<file path="config.mk">
export PLATFORM = sky130hd
export DESIGN_NAME = keypad_top
export DESIGN_NICKNAME = d
export VERILOG_FILES = /design/src/design/keypad_pkg.sv /design/src/design/keypad_scanner.sv /design/src/design/key_debouncer.sv /design/src/design/key_event_fifo.sv /design/src/design/keypad_wb_ctrl.sv /design/src/design/keypad_top.sv
export VERILOG_INCLUDE_DIRS = /design/src /design/src/include
export SDC_FILE = /design/constraint.sdc
export NUM_CORES = 1
export LEC_CHECK = 0
export ABC_CLOCK_PERIOD_IN_PS = 4400
export BUFFER_PORTS_ARGS = -buffer_cell sky130_fd_sc_hd__buf_2
export CORE_MARGIN = 4
export CORE_UTILIZATION = 34
export CTS_BUF_LIST = sky130_fd_sc_hd__clkbuf_16
export DETAILED_ROUTE_END_ITERATION = 8
export PLACE_DENSITY = 0.49
export SLEW_MARGIN = 20
export SYNTH_ARGS = -nofsm -noshare
export SYNTH_HDL_FRONTEND = slang
export SYNTH_SLANG_ARGS = --single-unit
</file>
<file path="constraint.sdc">
create_clock -name clk -period 4.4 [get_ports clk]
set_input_delay 0.22 -clock clk [delete_from_list [all_inputs] [get_ports clk]]
set_output_delay 0.22 -clock clk [all_outputs]
set_load 0.02 [all_outputs]
</file>
<file path="src/include/keypad_defines.svh">
`ifndef KEYPAD_DEFINES_SVH
`define KEYPAD_DEFINES_SVH

//////////////////////////////
// Timing dividers
//////////////////////////////

// Clocks per row step of the scanner
`define KP_SCAN_DIV 4

// Clocks between debounce samples
// Keep at or above 4 * KP_SCAN_DIV * 4 so a full scan lands between samples
`define KP_DEBOUNCE_TICKS 64

//////////////////////////////
// Event queue
//////////////////////////////

// Entries in the event FIFO, power of two
`define KP_FIFO_DEPTH 8

//////////////////////////////
// Register map (word addresses)
//////////////////////////////

`define KP_ADDR_STATUS 2'd0
`define KP_ADDR_DATA 2'd1
`define KP_ADDR_KEYS 2'd2
`define KP_ADDR_CTRL 2'd3

`endif

</file>
<file path="src/design/keypad_pkg.sv">
package keypad_pkg;

    // One bit per key, 1 = pressed
    // Bit index is row * 4 + column
    typedef logic [15:0] key_map_t;

    // Queued key event
    typedef struct packed {
        logic       chord;  // Other keys held at press time
        logic [3:0] code;   // row * 4 + column
    } key_event_t;

    // STATUS register layout
    typedef struct packed {
        logic [23:0] rsvd_hi;
        logic [3:0]  count;
        logic [1:0]  rsvd_lo;
        logic        overflow;
        logic        empty;
    } status_t;

    // CTRL register layout
    typedef struct packed {
        logic irq_en;
        logic scan_en;
    } ctrl_t;

endpackage

</file>
<file path="src/design/keypad_scanner.sv">
`include "keypad_defines.svh"

module keypad_scanner (
    input  logic                clk,
    input  logic                rstn,
    input  logic                enable,
    input  logic [3:0]          col,
    output logic [3:0]          row,
    output keypad_pkg::key_map_t raw_map
);

    localparam int DIV   = `KP_SCAN_DIV;
    localparam int CNT_W = $clog2(DIV + 1);

    logic [CNT_W-1:0] div_cnt;
    logic             step;
    logic [1:0]       row_idx;

    // Last clock of a row step
    assign step = (div_cnt == CNT_W'(DIV - 1));

    // Active row back to an index
    always_comb begin
        case (row)
            4'b1101: row_idx = 2'd1;
            4'b1011: row_idx = 2'd2;
            4'b0111: row_idx = 2'd3;
            default: row_idx = 2'd0;
        endcase
    end

    //////////////////////////////
    // Row rotation and sampling
    //////////////////////////////

    always_ff @(posedge clk or negedge rstn) begin
        if (!rstn) begin
            row     <= 4'b1111;
            div_cnt <= '0;
            raw_map <= '0;
        end else if (!enable) begin
            // Rows released, counter and map frozen
            row <= 4'b1111;
        end else if (row == 4'b1111) begin
            // Start scan on row 0
            row     <= 4'b1110;
            div_cnt <= '0;
        end else if (step) begin
            // Columns are active low
            raw_map[row_idx*4 +: 4] <= ~col;
            row     <= {row[2:0], row[3]};
            div_cnt <= '0;
        end else begin
            div_cnt <= div_cnt + 1'b1;
        end
    end

    // Once running, exactly one row pulled low
    a_one_row: assert property (@(posedge clk) disable iff (!rstn)
        enable && $past(enable) |-> $onehot(~row));

endmodule

</file>
<file path="src/design/key_debouncer.sv">
`include "keypad_defines.svh"

module key_debouncer (
    input  logic                 clk,
    input  logic                 rstn,
    input  keypad_pkg::key_map_t raw_map,
    output keypad_pkg::key_map_t key_level,
    output keypad_pkg::key_map_t press_mask
);

    localparam int TICKS = `KP_DEBOUNCE_TICKS;
    localparam int CNT_W = $clog2(TICKS + 1);

    logic [CNT_W-1:0]     smp_cnt;
    logic                 sample;
    keypad_pkg::key_map_t snap0;
    keypad_pkg::key_map_t snap1;

    //////////////////////////////
    // Sample instants
    //////////////////////////////

    assign sample = (smp_cnt == CNT_W'(TICKS - 1));

    always_ff @(posedge clk or negedge rstn) begin
        if (!rstn) begin
            smp_cnt <= '0;
        end else if (sample) begin
            smp_cnt <= '0;
        end else begin
            smp_cnt <= smp_cnt + 1'b1;
        end
    end

    // History with snap0 newest
    always_ff @(posedge clk or negedge rstn) begin
        if (!rstn) begin
            snap0      <= '0;
            snap1      <= '0;
            press_mask <= '0;
        end else begin
            if (sample) begin
                snap0 <= raw_map;
                snap1 <= snap0;
            end
            // Pressed, pressed, released with raw_map as the newest sample
            press_mask <= sample ? (raw_map & snap0 & ~snap1) : '0;
        end
    end

    // Stable when two samples agree on pressed
    assign key_level = snap0 & snap1;

    // A strobed key is stable now and was not stable before
    a_press_new_level: assert property (@(posedge clk) disable iff (!rstn)
        (press_mask != '0) |-> ((press_mask & ~key_level) == '0)
            && ((press_mask & $past(key_level)) == '0));

endmodule

</file>
<file path="src/design/key_event_fifo.sv">
`include "keypad_defines.svh"

module key_event_fifo #(
    parameter type payload_t = keypad_pkg::key_event_t
) (
    input  logic     clk,
    input  logic     rstn,
    input  logic     push,
    input  logic     pop,
    input  payload_t wr_data,
    output payload_t rd_data,
    output logic     empty,
    output logic     full,
    output logic [3:0] count
);

    localparam int DEPTH = `KP_FIFO_DEPTH;
    localparam int AW    = $clog2(DEPTH);

    payload_t      mem [DEPTH];
    logic [AW-1:0] wr_ptr;
    logic [AW-1:0] rd_ptr;
    logic          do_push;
    logic          do_pop;

    // Full FIFO still takes a push paired with a pop
    assign do_push = push && (!full || pop);
    assign do_pop  = pop && !empty;

    assign empty   = (count == 4'd0);
    assign full    = (count == 4'(DEPTH));
    // Head visible without popping
    assign rd_data = mem[rd_ptr];

    //////////////////////////////
    // Storage
    //////////////////////////////

    always_ff @(posedge clk) begin
        if (do_push) begin
            mem[wr_ptr] <= wr_data;
        end
    end

    // Pointers wrap on their own width
    always_ff @(posedge clk or negedge rstn) begin
        if (!rstn) begin
            wr_ptr <= '0;
            rd_ptr <= '0;
            count  <= '0;
        end else begin
            if (do_push) wr_ptr <= wr_ptr + 1'b1;
            if (do_pop)  rd_ptr <= rd_ptr + 1'b1;
            count <= count + 4'(do_push) - 4'(do_pop);
        end
    end

    a_no_underflow: assert property (@(posedge clk) disable iff (!rstn)
        pop |-> !empty);
    a_no_overflow: assert property (@(posedge clk) disable iff (!rstn)
        push && full |-> pop);

endmodule

</file>
<file path="src/design/keypad_wb_ctrl.sv">
`include "keypad_defines.svh"

module keypad_wb_ctrl (
    input  logic                    clk,
    input  logic                    rstn,
    // Wishbone classic slave
    input  logic                    cyc,
    input  logic                    stb,
    input  logic                    we,
    input  logic [1:0]              adr,
    input  logic [31:0]             dat_w,
    output logic [31:0]             dat_r,
    output logic                    ack,
    output logic                    irq,
    output logic                    scan_en,
    // From debouncer
    input  keypad_pkg::key_map_t    key_level,
    input  keypad_pkg::key_map_t    press_mask,
    // Event FIFO
    output logic                    push,
    output keypad_pkg::key_event_t  wr_data,
    output logic                    pop,
    input  keypad_pkg::key_event_t  rd_data,
    input  logic                    empty,
    input  logic                    full,
    input  logic [3:0]              count
);

    keypad_pkg::ctrl_t    ctrl_q;
    keypad_pkg::status_t  status_w;
    keypad_pkg::key_map_t pending;
    logic                 chord_q;
    logic [3:0]           sel_idx;
    logic                 have_evt;
    logic                 fifo_ok;
    logic                 bus_wr;
    logic                 overflow;

    //////////////////////////////
    // Bus handshake
    //////////////////////////////

    // One-cycle ack that never repeats back to back
    always_ff @(posedge clk or negedge rstn) begin
        if (!rstn) begin
            ack <= 1'b0;
        end else begin
            ack <= cyc && stb && !ack;
        end
    end

    assign bus_wr = ack && cyc && stb && we;
    // Pop in the ack cycle of a DATA read
    assign pop    = ack && cyc && stb && !we && (adr == `KP_ADDR_DATA) && !empty;

    always_comb begin
        status_w          = '0;
        status_w.empty    = empty;
        status_w.overflow = overflow;
        status_w.count    = count;
    end

    // Read mux sampled by the master while ack is high
    always_comb begin
        case (adr)
            `KP_ADDR_STATUS: dat_r = status_w;
            `KP_ADDR_DATA:   dat_r = empty ? 32'd0 : {23'd0, 1'b1, 3'd0, rd_data};
            `KP_ADDR_KEYS:   dat_r = {16'd0, key_level};
            default:         dat_r = {30'd0, ctrl_q};
        endcase
    end

    //////////////////////////////
    // Press to event encoder
    //////////////////////////////

    // Lowest pending index wins
    always_comb begin
        sel_idx = 4'd0;
        for (int i = 15; i >= 0; i--) begin
            if (pending[i]) sel_idx = 4'(i);
        end
    end

    assign have_evt = |pending;
    assign fifo_ok  = !full || pop;
    assign push     = have_evt && fifo_ok;
    assign wr_data  = '{chord: chord_q, code: sel_idx};

    always_ff @(posedge clk or negedge rstn) begin
        if (!rstn) begin
            pending <= '0;
            chord_q <= 1'b0;
        end else begin
            // Selected bit leaves whether pushed or dropped
            pending <= (pending & ~(16'd1 << sel_idx)) | press_mask;
            if (|press_mask) begin
                chord_q <= ($countones(key_level) > 1);
            end
        end
    end

    //////////////////////////////
    // Registers and interrupt
    //////////////////////////////

    always_ff @(posedge clk or negedge rstn) begin
        if (!rstn) begin
            ctrl_q   <= '0;
            overflow <= 1'b0;
            irq      <= 1'b0;
        end else begin
            if (bus_wr && (adr == `KP_ADDR_CTRL)) begin
                ctrl_q <= dat_w[1:0];
            end
            // Drop beats clear in the same cycle
            if (have_evt && !fifo_ok) begin
                overflow <= 1'b1;
            end else if (bus_wr && (adr == `KP_ADDR_STATUS) && dat_w[1]) begin
                overflow <= 1'b0;
            end
            irq <= ctrl_q.irq_en && !empty;
        end
    end

    assign scan_en = ctrl_q.scan_en;

    // Master keeps its request up through the ack cycle
    a_req_held: assert property (@(posedge clk) disable iff (!rstn)
        ack |-> cyc && stb);

endmodule

</file>
<file path="src/design/keypad_top.sv">
module keypad_top (
    input  logic        clk,
    input  logic        rstn,
    input  logic        cyc,
    input  logic        stb,
    input  logic        we,
    input  logic [1:0]  adr,
    input  logic [31:0] dat_w,
    output logic [31:0] dat_r,
    output logic        ack,
    output logic        irq,
    input  logic [3:0]  col,
    output logic [3:0]  row
);

    logic                   scan_en;
    keypad_pkg::key_map_t   raw_map;
    keypad_pkg::key_map_t   key_level;
    keypad_pkg::key_map_t   press_mask;
    logic                   push;
    logic                   pop;
    keypad_pkg::key_event_t wr_data;
    keypad_pkg::key_event_t rd_data;
    logic                   empty;
    logic                   full;
    logic [3:0]             count;

    //////////////////////////////
    // Scan and debounce
    //////////////////////////////

    keypad_scanner scanner_i (
        .clk     (clk),
        .rstn    (rstn),
        .enable  (scan_en),
        .col     (col),
        .row     (row),
        .raw_map (raw_map)
    );

    key_debouncer debouncer_i (
        .clk        (clk),
        .rstn       (rstn),
        .raw_map    (raw_map),
        .key_level  (key_level),
        .press_mask (press_mask)
    );

    //////////////////////////////
    // Event queue and bus
    //////////////////////////////

    key_event_fifo #(
        .payload_t (keypad_pkg::key_event_t)
    ) fifo_i (
        .clk     (clk),
        .rstn    (rstn),
        .push    (push),
        .pop     (pop),
        .wr_data (wr_data),
        .rd_data (rd_data),
        .empty   (empty),
        .full    (full),
        .count   (count)
    );

    keypad_wb_ctrl ctrl_i (
        .clk        (clk),
        .rstn       (rstn),
        .cyc        (cyc),
        .stb        (stb),
        .we         (we),
        .adr        (adr),
        .dat_w      (dat_w),
        .dat_r      (dat_r),
        .ack        (ack),
        .irq        (irq),
        .scan_en    (scan_en),
        .key_level  (key_level),
        .press_mask (press_mask),
        .push       (push),
        .wr_data    (wr_data),
        .pop        (pop),
        .rd_data    (rd_data),
        .empty      (empty),
        .full       (full),
        .count      (count)
    );

endmodule

</file>
* After elaboration in Yosys (flattened, before gate mapping) *
Memories as Yosys holds them, arrays and structs flattened.
Cells that the tools add are included.

storage, ports and cells
  logic and storage cells = 123
  output and inout bits = 38
  register bits after elaboration = 110
  memories kept = 1
  bits of input ports = 43
  bits in writable memories = 40

cells by class
  equal/unequal tests = 11
  $lt $le $gt $ge = 1
  add/sub/neg operators = 22
  bitwise logic cells = 9
  reduce and logical (&&, ||, !) cells = 28
  multiplexer cells = 31
  shifts and indexed selects = 3

memories
  memory      words  width  rd ports  clocked after memory_dff  write ports  line                  text
  fifo_i.mem  8      5      1         0                         1            key_event_fifo.sv:20  payload_t mem [DEPTH];

operator list
  cell                     count
  $add 32x32->32           7
  $pmux 32 s3              1
  $mux 4                   19
  $and 16x16->16           4
  $neg 4->34               1
  $shift 4x34->16 const A  1
  $shiftx 4x34->16         1
  $gt 32x2->1 const B      1
  $not 16->16              2
  $reduce_or 16->1         2
  $add 1x1->2              8
  $bwmux 16                1
  $eq 4x4->1 const B       4
  $logic_and 1x1->1        16
  $mux 16                  1
  $or 16x16->16            1
  $shl 1x4->16 const A     1
  $add 3x1->3 const B      3
  $mux 9                   1
  $add 7x1->7 const B      1
  $eq 7x6->1 const B       1
  $mux 7                   1
  $mux 3                   2
  $pmux 2 s3               1
  16 further kinds         24

* Logic depth before layout (Yosys ltp) *
  word-level depth = 20
  mapped depth = 16
  gate-level depth less buffers = 16

* Cells and area by module *
Synthesis repeated with hierarchy kept, for this count alone.

second synthesis, totals
  cells, all modules = 596
  area, all modules = 7,362.1 sq um

modules (own cells, without submodules)
  module          instances  cells each  area an instance (sq um)  sequential area each (sq um)
  key_debouncer   1          157         2,232.1                   1,376.3
  key_event_fifo  1          115         2,144.6                   1,451.4
  keypad_wb_ctrl  1          225         1,853.0                   550.5
  keypad_scanner  1          99          1,132.3                   580.6

* Worst setup path after synthesis *
OpenSTA, ideal clock, no wires.

  kind = flip-flop to flip-flop
  start point = reg debouncer_i.snap1[14]
  end point = reg ctrl_i.chord_q
  arrival = 3,786 ps
  cell stages (with the launch flop) = 15
  data required time = 4,271 ps
  setup time = 129 ps
  path buffers = 0
  slack = 484 ps
  period minus slack after synthesis = 3,916 ps
  cell sequence = dfrtp_1 > and2_1 > ha_1 > inv_1 > fa_1 > inv_1 > fa_1 > fa_1 > inv_1 > fa_1 > inv_1 > ha_1 > fa_1 > nor3_1 > a31oi_1

on the way
  longest elaborated chain between the ends = 6

RTL lines
  what                                                line                  text
  start, declared                                     key_debouncer.sv:17   keypad_pkg::key_map_t snap1;
  start signal, assigned                              key_debouncer.sv:44   snap1 <= snap0;
  $and 16x16->16                                      key_debouncer.sv:52   assign key_level = snap0 & snap1;
  $add 1x1->2 (implied by the code)                   keypad_wb_ctrl.sv:98  chord_q <= ($countones(key_level) > 1);
  $add 32x32->32 (implied by the code) (3 in series)  keypad_wb_ctrl.sv:98
  $gt 32x2->1                                         keypad_wb_ctrl.sv:98
  end signal, assigned                                keypad_wb_ctrl.sv:98
  end, declared                                       keypad_wb_ctrl.sv:32  logic chord_q;

Every way passes these cells.
A chain may end at the register's enable or synchronous reset.

* Worst setup path after layout *
  start point = reg debouncer_i.snap0[15]
  end point = reg ctrl_i.chord_q

on the way
  longest elaborated chain between the ends = 6

RTL lines
  what                                                line                  text
  start, declared                                     key_debouncer.sv:16   keypad_pkg::key_map_t snap0;
  start signal, assigned                              key_debouncer.sv:43   snap0 <= raw_map;
  $and 16x16->16                                      key_debouncer.sv:52
  $add 1x1->2 (implied by the code)                   keypad_wb_ctrl.sv:98
  $add 32x32->32 (implied by the code) (3 in series)  keypad_wb_ctrl.sv:98
  $gt 32x2->1                                         keypad_wb_ctrl.sv:98

Every way passes these cells.

==> results.cfg <==
[sta]
slew_headroom_pct = 39.4
whs_ns = 0.0348
finalSetupViolCount = 0
post-route-min-period_ns = 4.12
hold_violations = 0
rsz0062_at_grt = false
slew_violations = 0
timing.setup.tns_ns = 0
fin_skew_ns = 0.00792
tightest_slew_ns = 0.909
period_share_pct = 93.5
max_freq_mhz = 243

[clock_network]
cts_tree = yes
cts_root_buffer = clkbuf_16
clock-sinks = 150
postCtsSetupBuffers = 0
cts_max_level = 4
clock_latency_ns = 0.42
clk_pin_slew_ns = 0.07
clockBufferDepth = 2
cts_resized = 0
cts_buffers = 17

[route]
wl_met1_um = 6790
top_layer_used = met4
met3_length_um = 475
viasPerCell = 4.71
drt_wl_total_um = 14900
drtAntennaViolNets = 0
drtIter0Drc = 301
drt_first_pass_iters = 6
wl_met2_um = 7300
wl_per_cell_um = 15.2
drc_errors = 0
via_count = 4632

[floorplanning]
die_area_um2 = 23300
die_w_um = 153
start_util_pct = 34.9
boundaryPins = 81
die_height_um = 153
num_rows = 52
design.core.area_um2 = 20400

[setup_path]
rr_startpoint = debouncer_i.snap0[15]
crit_chain = nand2_1, inv_1, ha_1, inv_1, fa_1, inv_1, fa_1, fa_1, inv_1, fa_1, inv_1, ha_1, fa_1, nor3_1, a31oi_1
cp-end-kind = flip-flop
cp_slowest_cell = fa_1
crit_fanout = 4
critPathArrivalTime_ns = 4.41
r2r_setup_slack_ns = 0.28
crit_path_start_kind = flip-flop
critical_path.max_stage_delay_ns = 0.54
ff2ff_path_depth = 15
crit_type = flip-flop to flip-flop
r2r-end = ctrl_i.chord_q
crit_required_ns = 4.70

[global_route]
overflow = 0
antenna_found_initial = 0
grt_pass1_wl_um = 24500
grt_usage_pct = 13.0
grt_pass1_vias = 4684
grt_max_degree = 70

[logic_synthesis]
synth-xor-area-share_pct = 1.35
avgSynthCellArea_um2 = 10.8
synth_cell_types = 53
synth_top_family_by_area = simple AND/OR/NAND/NOR gates
async_reset_ff_share_pct = 73.3
syn_area_um2 = 7130
synth_edf_count = 40
synth_seq_area_share_pct = 55.5
synthTopCellsByArea = dfrtp_1, edfxtp_1, nand2_1
yosysMostFrequentCell = nand2_1
synth_adder_area_share_pct = 8.11
synthMuxAreaShare_pct = 5.93
synthTopCellsByCount = nand2_1, dfrtp_1, nor2_1
synth-simple-area-share_pct = 18.3
synth.largest_area_cell = dfrtp_1
ys.flop_type = dfrtp_1
syn_inst = 663
synth_top_area_share_pct = 37.2
ys_ff_latch = 150
ys_warn_count = 0
synth-compound-area-share_pct = 5.74

[pwr]
max-vdd-ir-drop_uv = 323
finalPower_uw = 3190
leakage_uw = 0.00381
powerDensity_nw_per_um2 = 392

[placed_design]
dp_cells = 950
io_buffers = 34
place.gp.congestion = 0.836
hpwlAfterDp_um = 11000

[worst_hold_path]
hp-start = stb
min_path_type = input port to flip-flop
holdPathEnd = ctrl_i.ack
min_path_cells = 3

[finish]
syn_to_final_growth_pct = 14.2
nets = 782
drive_above_1_share_pct = 13.5
final_cell_count_no_fill = 983
n_antenna_cell = 0

[run]
maxCapViolations = 0

[outcome]
status = complete, no violations
-- worst max-delay path: cells and delay by family (launching register included) --
family / cells / cell delay [ns]
fa+ha+maj: 7 / 2.95
buf+inv: 5 / 0.28
flops: 1 / 0.41
simple gates: 2 / 0.25
compound gates: 1 / 0.10
-- where the power goes --
| part | internal (µW) | switching, µW | leakage [µW] |
|---|---|---|---|
| Combinational | 107 | 136 | 0.00174 |
| Clock | 817 | 646 | 0.000294 |
| Sequential | 1450 | 36.0 | 0.00178 |
-- sequential cells by signal, summed over array words and instances, names as in the netlist --
signal	flops
debouncer_i.snap1	16
fifo_i.mem	40
ctrl_i.ctrl_q	1
debouncer_i.press_mask	16
debouncer_i.smp_cnt	7
ctrl_i.overflow	1
fifo_i.count	4
ctrl_i.chord_q	1
ctrl_i.scan_en	1
ctrl_i.irq	1
scanner_i.row	4
debouncer_i.snap0	16
scanner_i.div_cnt	3
scanner_i.raw_map	16
ctrl_i.pending	16
ctrl_i.ack	1
fifo_i.wr_ptr	3
fifo_i.rd_ptr	3
-- final cells by class --
cell class                 count  area, µm²
clock buffer                  17        425
sequential                   150       3960
multi-input combinational    450       2870
tap                          270        338
inverter                      42        158
fill                        2015      12300
timing repair buffer          39        213
clock inverter                15        174
-- cell families (layout without fill, tap and decap cells) --
group	Yosys count	in the layout
other	1	16
flip-flops	150	150
AO/OA/AOI/OAI	68	68
AND/OR/NAND/NOR	287	287
multiplexers	29	29
adder cells (fa/ha/maj)	39	39
buffers and inverters	78	113
XOR/XNOR	11	11
-- how the worst max path moves through the flow --
stage	startpoint	to	slack, ns	cells after the start
2_1_floorplan	debouncer_i.snap1[14]	ctrl_i.chord_q	0.48	14
3_3_place_gp	debouncer_i.snap0[14]	ctrl_i.chord_q	0.30	14
3_5_place_dp	debouncer_i.snap0[15]	ctrl_i.chord_q	0.24	15
4_1_cts	debouncer_i.snap0[15]	ctrl_i.chord_q	0.26	15
5_1_grt	debouncer_i.snap0[15]	ctrl_i.chord_q	0.11	16
6_report	debouncer_i.snap0[15]	ctrl_i.chord_q	0.28	15
-- through the flow --
step / util (%) / setup slack [ns] / instance area [µm²]
floorplan: - / 0.484 / 7190
global placement: 36.9 / 0.300 / 7530
detailed placement: 36.9 / 0.242 / 7530
CTS: 39.8 / 0.255 / 8140
global route: 39.8 / 0.110 / 8140
finish: 39.8 / 0.285 / 8140
-- metal layers --
metal,track usage [%],vias to the layer above
li1,-,2286
met1,17.1,2239
met2,21.5,83
met3,2.67,24
met4,4.92,0
met5,0,-
-- placed cells by master, fill, tap and decap left out, types with 6 or more instances in the layout --
cell,count
buf_2,33
a21oi_1,13
ha_1,27
nor2_1,49
nor3_1,24
dfrtp_1,106
o21ai_0,28
xor2_1,7
nand3_1,7
inv_1,42
inv_8,6
clkbuf_16,17
nand2b_1,8
a31oi_1,7
mux4_2,10
or4_1,6
and2_1,15
inv_6,6
edfxtp_1,40
nor2b_1,8
fa_1,12
conb_1,16
nand2_1,148
mux2i_1,13
-- repair_timing --
action                     in CTS  in global routing
setup endpoints to repair       0                  0
hold endpoints to repair       41                  0
hold buffers                    1                  0
Power figures use the tool's default switching activity.
